### src/verilog/core_pkg.sv
`default_nettype none

package core_pkg;

	// ------------------------------
	// Widths and sizes
	// ------------------------------
	localparam int XLEN       = 32;
	localparam int NUM_REGS   = 32;
	localparam int NUM_SLOTS  = 3;                                   // Works for 2 to 6
	localparam int SLOT_IDX_W = (NUM_SLOTS > 1) ? $clog2(NUM_SLOTS) : 1;

	typedef logic [XLEN-1:0]       xlen_t;
	typedef logic [4:0]            reg_idx_t;
	typedef logic [SLOT_IDX_W-1:0] slot_idx_t;

	// ------------------------------
	// Opcodes
	// ------------------------------
	localparam logic [6:0] OPC_OP     = 7'b0110011;
	localparam logic [6:0] OPC_OP_IMM = 7'b0010011;
	localparam logic [6:0] OPC_LUI    = 7'b0110111;
	localparam logic [6:0] OPC_AUIPC  = 7'b0010111;

	localparam logic [6:0] FUNCT7_BASE = 7'b0000000;
	localparam logic [6:0] FUNCT7_ALT  = 7'b0100000;               // SUB and SRA
	localparam logic [6:0] FUNCT7_MUL  = 7'b0000001;

	// Top bit is funct7[5], low bits are funct3
	typedef enum logic [3:0] {
		ALU_ADD  = 4'b0000,
		ALU_SLL  = 4'b0001,
		ALU_SLT  = 4'b0010,
		ALU_SLTU = 4'b0011,
		ALU_XOR  = 4'b0100,
		ALU_SRL  = 4'b0101,
		ALU_OR   = 4'b0110,
		ALU_AND  = 4'b0111,
		ALU_SUB  = 4'b1000,
		ALU_SRA  = 4'b1101
	} alu_op_e;

	typedef enum logic [1:0] {
		FWD_REGFILE = 2'd0,
		FWD_ISSUE   = 2'd1,                                          // ALU result in issue register
		FWD_SLOT    = 2'd2
	} fwd_sel_e;

	// ------------------------------
	// Bundles
	// ------------------------------
	typedef struct packed {
		xlen_t       pc;
		logic [31:0] inst;
	} fetch_t;

	typedef struct packed {
		reg_idx_t rd;
		logic     we;                                                // Write to nonzero rd
		logic     is_mul;
		alu_op_e  alu_op;
		xlen_t    opa;
		xlen_t    opb;
	} issue_t;

	typedef struct packed {
		logic     valid;
		logic     we;
		reg_idx_t rd;
		logic     ready;                                             // Data is final
		xlen_t    data;
	} slot_t;

	typedef struct packed {
		reg_idx_t rd;
		xlen_t    data;
	} retire_t;

endpackage

`default_nettype wire

### src/verilog/instr_decoder.sv
`timescale 1ns/1ps
`default_nettype none

module instr_decoder (
	input  wire core_pkg::fetch_t    fetch,
	input  wire                      fetch_valid,
	input  wire core_pkg::xlen_t     rs1_data,
	input  wire core_pkg::xlen_t     rs2_data,
	input  wire core_pkg::fwd_sel_e  sel1,
	input  wire core_pkg::fwd_sel_e  sel2,
	input  wire core_pkg::slot_idx_t slot_idx1,
	input  wire core_pkg::slot_idx_t slot_idx2,
	input  wire core_pkg::xlen_t     alu_result,
	input  wire core_pkg::xlen_t     slot_data [core_pkg::NUM_SLOTS],
	input  wire                      stall,
	output core_pkg::reg_idx_t       rs1,
	output core_pkg::reg_idx_t       rs2,
	output logic                     use1,
	output logic                     use2,
	output core_pkg::issue_t         issue,
	output logic                     issue_valid,
	output logic                     fetch_ready
);

	logic [6:0]         opcode;
	logic [2:0]         funct3;
	logic [6:0]         funct7;
	core_pkg::reg_idx_t rd;
	core_pkg::xlen_t    imm_i;
	core_pkg::xlen_t    imm_u;
	core_pkg::xlen_t    src1;
	core_pkg::xlen_t    src2;
	logic               legal;
	logic               reads_rs1;
	logic               reads_rs2;

	// ------------------------------
	// Field split
	// ------------------------------
	assign opcode = fetch.inst[6:0];
	assign rd     = fetch.inst[11:7];
	assign funct3 = fetch.inst[14:12];
	assign rs1    = fetch.inst[19:15];
	assign rs2    = fetch.inst[24:20];
	assign funct7 = fetch.inst[31:25];

	assign imm_i = {{20{fetch.inst[31]}}, fetch.inst[31:20]};
	assign imm_u = {fetch.inst[31:12], 12'b0};

	// Youngest in-flight value wins over the register file
	assign src1 = (sel1 == core_pkg::FWD_ISSUE) ? alu_result :
		(sel1 == core_pkg::FWD_SLOT) ? slot_data[slot_idx1] : rs1_data;
	assign src2 = (sel2 == core_pkg::FWD_ISSUE) ? alu_result :
		(sel2 == core_pkg::FWD_SLOT) ? slot_data[slot_idx2] : rs2_data;

	// ------------------------------
	// Decode
	// ------------------------------
	always_comb begin
		legal        = 1'b0;
		reads_rs1    = 1'b0;
		reads_rs2    = 1'b0;
		issue.rd     = rd;
		issue.is_mul = 1'b0;
		issue.alu_op = core_pkg::ALU_ADD;
		issue.opa    = src1;
		issue.opb    = imm_i;                                        // Immediate unless OP
		case (opcode)
			core_pkg::OPC_OP: begin
				reads_rs1 = 1'b1;
				reads_rs2 = 1'b1;
				issue.opb = src2;
				if (funct7 == core_pkg::FUNCT7_MUL) begin
					legal        = (funct3 == 3'b000);           // MUL only, no MULH*
					issue.is_mul = legal;
				end else if (funct7 == core_pkg::FUNCT7_BASE) begin
					legal = 1'b1;
				end else if (funct7 == core_pkg::FUNCT7_ALT) begin
					legal = (funct3 == 3'b000) || (funct3 == 3'b101);
				end
				if (legal && !issue.is_mul)
					issue.alu_op = core_pkg::alu_op_e'({funct7[5], funct3});
			end
			core_pkg::OPC_OP_IMM: begin
				reads_rs1 = 1'b1;
				case (funct3)
					3'b001: legal = (funct7 == core_pkg::FUNCT7_BASE);
					3'b101: legal = (funct7 == core_pkg::FUNCT7_BASE) ||
						(funct7 == core_pkg::FUNCT7_ALT);
					default: legal = 1'b1;
				endcase
				if (legal)                                               // funct7[5] only for shifts right
					issue.alu_op = core_pkg::alu_op_e'(
						{(funct3 == 3'b101) && funct7[5], funct3});
			end
			core_pkg::OPC_LUI: begin
				legal     = 1'b1;
				issue.opa = '0;
				issue.opb = imm_u;
			end
			core_pkg::OPC_AUIPC: begin
				legal     = 1'b1;
				issue.opa = fetch.pc;
				issue.opb = imm_u;
			end
			default: begin
				legal = 1'b0;                                    // Bubble
			end
		endcase
		issue.we = legal && (rd != 5'd0);
	end

	// Only a live, legal instruction asks the hazard check
	assign use1 = fetch_valid && legal && reads_rs1;
	assign use2 = fetch_valid && legal && reads_rs2;

	assign fetch_ready = !stall;
	assign issue_valid = fetch_valid && legal && !stall;

endmodule

`default_nettype wire

### src/verilog/hazard_unit.sv
`timescale 1ns/1ps
`default_nettype none

module hazard_unit (
	input  wire core_pkg::reg_idx_t  rs1,
	input  wire core_pkg::reg_idx_t  rs2,
	input  wire                      use1,
	input  wire                      use2,
	input  wire core_pkg::issue_t    issue,
	input  wire                      issue_live,
	input  wire core_pkg::slot_t     slots [core_pkg::NUM_SLOTS],
	output core_pkg::fwd_sel_e       sel1,
	output core_pkg::fwd_sel_e       sel2,
	output core_pkg::slot_idx_t      slot_idx1,
	output core_pkg::slot_idx_t      slot_idx2,
	output logic                     stall
);

	logic wait1;
	logic wait2;

	// Oldest slot first so the youngest match overwrites, issue register last
	function automatic void match_src(
		input  core_pkg::reg_idx_t  rs,
		input  logic                use_rs,
		output core_pkg::fwd_sel_e  sel,
		output core_pkg::slot_idx_t idx,
		output logic                not_ready
	);
		int i;
		sel       = core_pkg::FWD_REGFILE;
		idx       = '0;
		not_ready = 1'b0;
		if (use_rs && (rs != 5'd0)) begin                            // x0 never matches
			for (i = core_pkg::NUM_SLOTS - 1; i >= 0; i--) begin
				if (slots[i].valid && slots[i].we && (slots[i].rd == rs)) begin
					sel       = core_pkg::FWD_SLOT;
					idx       = core_pkg::slot_idx_t'(i);
					not_ready = !slots[i].ready;
				end
			end
			if (issue_live && issue.we && (issue.rd == rs)) begin
				sel       = core_pkg::FWD_ISSUE;
				not_ready = issue.is_mul;                        // Product not out yet
			end
		end
	endfunction

	always_comb begin
		match_src(rs1, use1, sel1, slot_idx1, wait1);
		match_src(rs2, use2, sel2, slot_idx2, wait2);
	end

	assign stall = wait1 || wait2;

endmodule

`default_nettype wire

### src/verilog/exec_unit.sv
`timescale 1ns/1ps
`default_nettype none

module exec_unit (
	input  wire                   clk,
	input  wire                   arst_n,
	input  wire core_pkg::issue_t issue,
	input  wire                   issue_valid,
	output core_pkg::issue_t      issue_q,
	output logic                  issue_live,
	output core_pkg::xlen_t       alu_result,
	output core_pkg::slot_t       slot_in,
	output logic                  mul_done,
	output core_pkg::xlen_t       mul_data
);

	core_pkg::xlen_t product;
	logic            mul_live;

	// ------------------------------
	// Issue register
	// ------------------------------
	always_ff @(posedge clk or negedge arst_n) begin
		if (!arst_n) begin
			issue_live <= 1'b0;
			mul_done   <= 1'b0;
		end else begin
			issue_live <= issue_valid;
			mul_done   <= mul_live;                                  // Product lands with MUL in slot 0
		end
	end

	always_ff @(posedge clk) begin
		if (issue_valid)
			issue_q <= issue;
		if (mul_live)
			mul_data <= product;
	end

	assign mul_live = issue_live && issue_q.is_mul;

	// ------------------------------
	// ALU and multiplier
	// ------------------------------
	always_comb begin
		case (issue_q.alu_op)
			core_pkg::ALU_SUB:  alu_result = issue_q.opa - issue_q.opb;
			core_pkg::ALU_SLL:  alu_result = issue_q.opa << issue_q.opb[4:0];
			core_pkg::ALU_SLT:  alu_result = {31'b0, $signed(issue_q.opa) < $signed(issue_q.opb)};
			core_pkg::ALU_SLTU: alu_result = {31'b0, issue_q.opa < issue_q.opb};
			core_pkg::ALU_XOR:  alu_result = issue_q.opa ^ issue_q.opb;
			core_pkg::ALU_SRL:  alu_result = issue_q.opa >> issue_q.opb[4:0];
			core_pkg::ALU_SRA:  alu_result = $signed(issue_q.opa) >>> issue_q.opb[4:0];
			core_pkg::ALU_OR:   alu_result = issue_q.opa | issue_q.opb;
			core_pkg::ALU_AND:  alu_result = issue_q.opa & issue_q.opb;
			default:            alu_result = issue_q.opa + issue_q.opb;
		endcase
	end

	assign product = issue_q.opa * issue_q.opb;                      // Low 32 bits only

	// MUL enters slot 0 pending, data is filled by broadcast
	assign slot_in.valid = issue_live;
	assign slot_in.we    = issue_q.we;
	assign slot_in.rd    = issue_q.rd;
	assign slot_in.ready = !issue_q.is_mul;
	assign slot_in.data  = alu_result;

endmodule

`default_nettype wire

### src/verilog/retire_slot.sv
`timescale 1ns/1ps
`default_nettype none

module retire_slot (
	input  wire                  clk,
	input  wire                  arst_n,
	input  wire core_pkg::slot_t entry_in,
	input  wire                  mul_done,
	input  wire core_pkg::xlen_t mul_data,
	output core_pkg::slot_t      entry
);

	core_pkg::slot_t entry_q;

	always_ff @(posedge clk or negedge arst_n) begin
		if (!arst_n)
			entry_q.valid <= 1'b0;
		else
			entry_q <= entry_in;
	end

	// Pending MUL picks up the broadcast product
	always_comb begin
		entry = entry_q;
		if (entry_q.valid && !entry_q.ready && mul_done) begin
			entry.ready = 1'b1;
			entry.data  = mul_data;
		end
	end

endmodule

`default_nettype wire

### src/verilog/reg_file.sv
`timescale 1ns/1ps
`default_nettype none

module reg_file (
	input  wire                     clk,
	input  wire                     arst_n,
	input  wire core_pkg::reg_idx_t ra1,
	input  wire core_pkg::reg_idx_t ra2,
	input  wire core_pkg::slot_t    wr,
	output core_pkg::xlen_t         rd1,
	output core_pkg::xlen_t         rd2
);

	core_pkg::xlen_t regs [core_pkg::NUM_REGS];

	always_ff @(posedge clk or negedge arst_n) begin
		if (!arst_n) begin
			for (int i = 0; i < core_pkg::NUM_REGS; i++)
				regs[i] <= '0;
		end else if (wr.valid && wr.we && (wr.rd != 5'd0)) begin
			regs[wr.rd] <= wr.data;                                  // x0 stays zero
		end
	end

	assign rd1 = regs[ra1];
	assign rd2 = regs[ra2];

endmodule

`default_nettype wire

### src/verilog/issue_core_top.sv
`timescale 1ns/1ps
`default_nettype none

module issue_core_top (
	input  wire                   clk,
	input  wire                   arst_n,
	input  wire core_pkg::fetch_t fetch,
	input  wire                   fetch_valid,
	output logic                  fetch_ready,
	output logic                  retire_valid,
	output core_pkg::retire_t     retire
);

	core_pkg::reg_idx_t  rs1;
	core_pkg::reg_idx_t  rs2;
	logic                use1;
	logic                use2;
	core_pkg::xlen_t     rs1_data;
	core_pkg::xlen_t     rs2_data;
	core_pkg::fwd_sel_e  sel1;
	core_pkg::fwd_sel_e  sel2;
	core_pkg::slot_idx_t slot_idx1;
	core_pkg::slot_idx_t slot_idx2;
	logic                stall;
	core_pkg::issue_t    issue;
	logic                issue_valid;
	core_pkg::issue_t    issue_q;
	logic                issue_live;
	core_pkg::xlen_t     alu_result;
	core_pkg::slot_t     slot_in;
	logic                mul_done;
	core_pkg::xlen_t     mul_data;
	core_pkg::slot_t     slots     [core_pkg::NUM_SLOTS];
	core_pkg::xlen_t     slot_data [core_pkg::NUM_SLOTS];

	instr_decoder u_decoder (
		.fetch(fetch), .fetch_valid(fetch_valid),
		.rs1_data(rs1_data), .rs2_data(rs2_data),
		.sel1(sel1), .sel2(sel2), .slot_idx1(slot_idx1), .slot_idx2(slot_idx2),
		.alu_result(alu_result), .slot_data(slot_data), .stall(stall),
		.rs1(rs1), .rs2(rs2), .use1(use1), .use2(use2),
		.issue(issue), .issue_valid(issue_valid), .fetch_ready(fetch_ready)
	);

	hazard_unit u_hazard (
		.rs1(rs1), .rs2(rs2), .use1(use1), .use2(use2),
		.issue(issue_q), .issue_live(issue_live), .slots(slots),
		.sel1(sel1), .sel2(sel2), .slot_idx1(slot_idx1), .slot_idx2(slot_idx2),
		.stall(stall)
	);

	exec_unit u_exec (
		.clk(clk), .arst_n(arst_n), .issue(issue), .issue_valid(issue_valid),
		.issue_q(issue_q), .issue_live(issue_live), .alu_result(alu_result),
		.slot_in(slot_in), .mul_done(mul_done), .mul_data(mul_data)
	);

	// ------------------------------
	// Retire chain, slot 0 is youngest
	// ------------------------------
	for (genvar i = 0; i < core_pkg::NUM_SLOTS; i++) begin : g_slot
		retire_slot u_slot (
			.clk(clk), .arst_n(arst_n),
			.entry_in((i == 0) ? slot_in : slots[(i == 0) ? 0 : i - 1]),
			.mul_done(mul_done), .mul_data(mul_data),
			.entry(slots[i])
		);
		assign slot_data[i] = slots[i].data;
	end

	reg_file u_regs (
		.clk(clk), .arst_n(arst_n), .ra1(rs1), .ra2(rs2),
		.wr(slots[core_pkg::NUM_SLOTS-1]), .rd1(rs1_data), .rd2(rs2_data)
	);

	assign retire_valid = slots[core_pkg::NUM_SLOTS-1].valid && slots[core_pkg::NUM_SLOTS-1].we;
	assign retire.rd    = slots[core_pkg::NUM_SLOTS-1].rd;
	assign retire.data  = slots[core_pkg::NUM_SLOTS-1].data;

endmodule

`default_nettype wire

### config.mk
export PLATFORM = sky130hd
export DESIGN_NAME = issue_core_top
export DESIGN_NICKNAME = d
export VERILOG_FILES = /design/src/verilog/core_pkg.sv /design/src/verilog/instr_decoder.sv /design/src/verilog/hazard_unit.sv /design/src/verilog/exec_unit.sv /design/src/verilog/retire_slot.sv /design/src/verilog/reg_file.sv /design/src/verilog/issue_core_top.sv
export SDC_FILE = /design/constraint.sdc
export NUM_CORES = 2
export LEC_CHECK = 0
export BUFFER_PORTS_ARGS = -buffer_cell sky130_fd_sc_hd__buf_4
export CAP_MARGIN = 0
export CORE_MARGIN = 3
export CORE_UTILIZATION = 50
export DETAILED_ROUTE_END_ITERATION = 10
export HOLD_SLACK_MARGIN = 0.15
export PLACE_DENSITY_LB_ADDON = 0.08
export SLEW_MARGIN = 5
export SYNTH_ARGS = -nofsm -noshare
export SYNTH_HDL_FRONTEND = slang
export SYNTH_HIERARCHICAL = 1
export SYNTH_SLANG_ARGS = --single-unit
### constraint.sdc
create_clock -name clk -period 19.52 [get_ports clk]
set_input_delay 1.952 -clock clk [delete_from_list [all_inputs] [get_ports clk]]
set_output_delay 1.952 -clock clk [all_outputs]
set_load 0.02 [all_outputs]
==> results by group <==
Status
  – Status: finished, final reports clean

Routing
  – Pre-Repair DR Iteration Count: 6
  – Drt wl/cell: 33.3 um
  – Vias per Instance: approximately 6.5
  – Detailed router's first-iteration violation count: 7465
  – DRT antenna net count: 0
  – WL final: between 300000 and 400000 um
  – Via count: approximately 71000
  – DRC: 0

Power
  – Static leakage: around 0.047 uW
  – Tot Pwr: around 8100 uW
  – PwrDens: 81.3 mW/mm2
  – VDD IR-drop max: between 0.0001 and 0.00015 V

Placed design
  – RD Place Congestion: just over 1
  – PortBufs: 105
  – Dpl hpwl: 238000 um
  – Setup WS pre-CTS: 10.97 ns

Yosys
  – Synth warn: 6
  – Synth cell count leaders: 1136 x mux2i_1, 1044 x mux2_2, 1029 x dfrtp_1
  – Number of flops mapped to enable cells by yosys: around 220
  – #FFs+latches synth: about 1300
  – Top cell type's share of synthesized area: 27.8%
  – Top-count cell post-synth: mux2i_1
  – Distinct cells, synth: 93
  – Largest area contributor in the netlist: dfrtp_1
  – Post-synthesis sequential area ratio: between 30% and 40%
  – Mean area per synthesized cell: 10.6 um2
  – Dominant synthesized flop cell: dfrtp_1
  – Asr flop ratio synth: a little over 80%
  – Syn Nets: 9420
  – Largest cells by area after synthesis: dfrtp_1 28%, mux2_2 13%, mux2i_1 12%
  – Synth Cell Area: 0.0925 mm2
  – Synthesized instance count: 8723

Critical path
  – Startpoint Class: register
  – Crit Path Class: register to register
  – CP endpoint kind: register
  – Crit-path slowest cell: edfxtp_1
  – WP data arrival: 9.18 ns
  – Crit path cell chain: clkinv_1 > nor2_1 > fa_1 > fa_1 > inv_1 > fa_1 > fa_1 > inv_1 > fa_1 > inv_1 > fa_1 > fa_1 > fa_1 > inv_1 > ha_1 > and3_1 > nand2_1 > o21bai_1 > o21a_1 > nor3_1 > a2111oi_0 > a311o_1 > a21oi_1 > xnor2_1
  – Max incr delay on CP: just under 1 ns
  – CP most frequent cell: fa_1
  – Worst Path Required: between 20 and 25 ns
  – Critical Path Start: u_exec/issue_q[48]
  – Worst-path fanout max: 19
  – R2r startpoint: u_exec/issue_q[48]

GRT
  – Initial antenna violation count: 9
  – First-pass GRT wire length: between 500000 and 600000 um
  – Vias in the first global route: approximately 70000
  – Largest net degree at the start of global routing: ~170
  – GRT overflow: 0
  – GRT Resource Usage Total: 37.5%

STA
  – Final min period: ~8.6 ns
  – Clock Skew: 0.0534 ns
  – Fin Hold WS: just under 0.4 ns
  – RSZ-0062 raised after global routing: no
  – Final Hold Vio Count: 0
  – Final worst slack: about 11 ns
  – Period utilization: 44.2%
  – Setup tns final: 0 ns
  – Slew Viols, Final: 0
  – Fmax: around 120 MHz
  – Slew Limit Headroom: 9.99%
  – Endpoints failing setup: 0
  – Pin slew with the least headroom to its limit: 1.34 ns

Floorplan
  – Die Y: about 440 um
  – Full die area: 0.190 mm2
  – # rows: around 160
  – Initial Utilization: 50.4%
  – Core area: between 0.15 and 0.2 mm2
  – Die width: around 440 um
  – Ports: 106

Clock network
  – Root Driver: clkbuf_16
  – Worst skew pair latency: 0.84 ns
  – Post-CTS resize count: 0
  – Clock-pin slew on the worst setup and hold paths: 0.07 ns
  – Post-CTS Setup Bufs: 0
  – Longest Clk Path Bufs: 3
  – H-tree levels: 4
  – CTS Buf Count: 147
  – Post-CTS Hold Fix Bufs: 0
  – Num Clock Sinks: 1253
  – CTS tree: built

Finish
  – Multi-input gate area: 0.0546 mm2
  – Area delta synth->final: 7.38%
  – Sequential cell area: 0.0325 mm2
  – Final Net Count: 9031
  – Ratio of cells with drive above 1 in the final layout: 21.5%
  – Fillers: 16400

Min path
  – HP Start: u_regs/regs[1003]
  – Hold/Removal Path Class: register to register

Flow run
  – MaxCap Viol Count: 0
## critical path: cells and delay by family (launching register included)
family / cells / cell delay [ns]
DFF: 1 / 0.98
xor gates and xnor gates: 1 / 0.13
AOI/OAI and AO/OA: 5 / 1.50
adders and majority gates: 9 / 4.29
and+or+nand+nor: 4 / 0.69
buffers and inverters: 5 / 0.75
## final timing paths
| path | to | slack [ns] | cells past startpoint |
|---|---|---|---|
| setup / recovery | u_exec/mul_data[30] | 10.90 | 24 |
| hold reg to reg | u_regs/regs[1003] | 0.40 | 0 |
| setup reg to reg | u_exec/mul_data[30] | 10.90 | 24 |
| min in group asynchronous | u_regs/regs[947] | 1.20 | 1 |
| hold / removal | u_regs/regs[1003] | 0.40 | 0 |
| max in group asynchronous | u_regs/regs[384] | 15.53 | 4 |
## cells by family after synthesis
| family | count (synthesis) | synth area share [%] |
|---|---|---|
| buf+inv | 1352 | 6.33 |
| compound gates | 1403 | 10.0 |
| xor+xnor | 129 | 1.22 |
| simple gates | 1617 | 7.57 |
| fa+ha+maj | 630 | 11.8 |
| mux | 2339 | 27.9 |
| flops | 1253 | 35.1 |
## through the flow
stage	area [um2]	util [%]	instances
3_5_place_dp	94500	51.5	10600
5_1_grt	99300	54.1	10900
6_report	99300	54.1	10900
4_1_cts	99300	54.1	10900
2_1_floorplan	92500	-	8723
3_3_place_gp	94500	51.5	10600
## layer usage
metal | global-route usage [%] | share of wire [%] | up-vias
met2 | 59.6 | 46 | 3126
met3 | 6.86 | 7.4 | 863
met4 | 21.5 | 6.6 | 6
met5 | 0 | 0.012 | -
met1 | 48.2 | 40 | 37000
li1 | - | - | 30000
## cell usage in the layout (no fill, tap or decap), types with 62 or more instances in the layout
| cell type | instances |
|---|---|
| nand3_1 | 208 |
| xnor2_1 | 84 |
| mux2i_1 | 1136 |
| nand2_1 | 648 |
| mux2_2 | 1044 |
| dfrtp_1 | 1029 |
| mux2_4 | 90 |
| nor3_1 | 106 |
| fa_1 | 410 |
| ha_1 | 220 |
| o21ai_1 | 62 |
| clkbuf_16 | 155 |
| a22oi_1 | 204 |
| inv_1 | 487 |
| a31oi_1 | 90 |
| a22o_1 | 132 |
| nor2_1 | 458 |
| edfxtp_1 | 224 |
| buf_4 | 287 |
| o21ai_0 | 165 |
| a21oi_1 | 401 |
## cell type report
cell class / count / area share, %
Antenna cell: 9 / 0.0227
Clock buffer: 219 / 4.42
Clock inverter: 43 / 0.466
Inverter: 514 / 1.94
Multi-Input combinational cell: 6118 / 54.9
Sequential cell: 1253 / 32.7
Tap cell: 2464 / 3.10
Timing Repair Buffer: 300 / 2.42
## power breakdown
group | switching, uW | total, uW | internal, uW
clock network | 1170 | 2810 | 1640
registers | 33.0 | 2820 | 2790
logic | 1480 | 2440 | 966
## registers in the layout (all words and copies together), names as in the netlist
name                   count
u_exec/issue_q            75
u_exec/mul_done            1
u_exec/mul_data           32
g_slot.u_slot/entry_q     99
u_regs/regs             1024
g_slot.u_slot/entry       21
u_exec/issue_live          1
No activity file was read; power rests on OpenSTA's default activity.
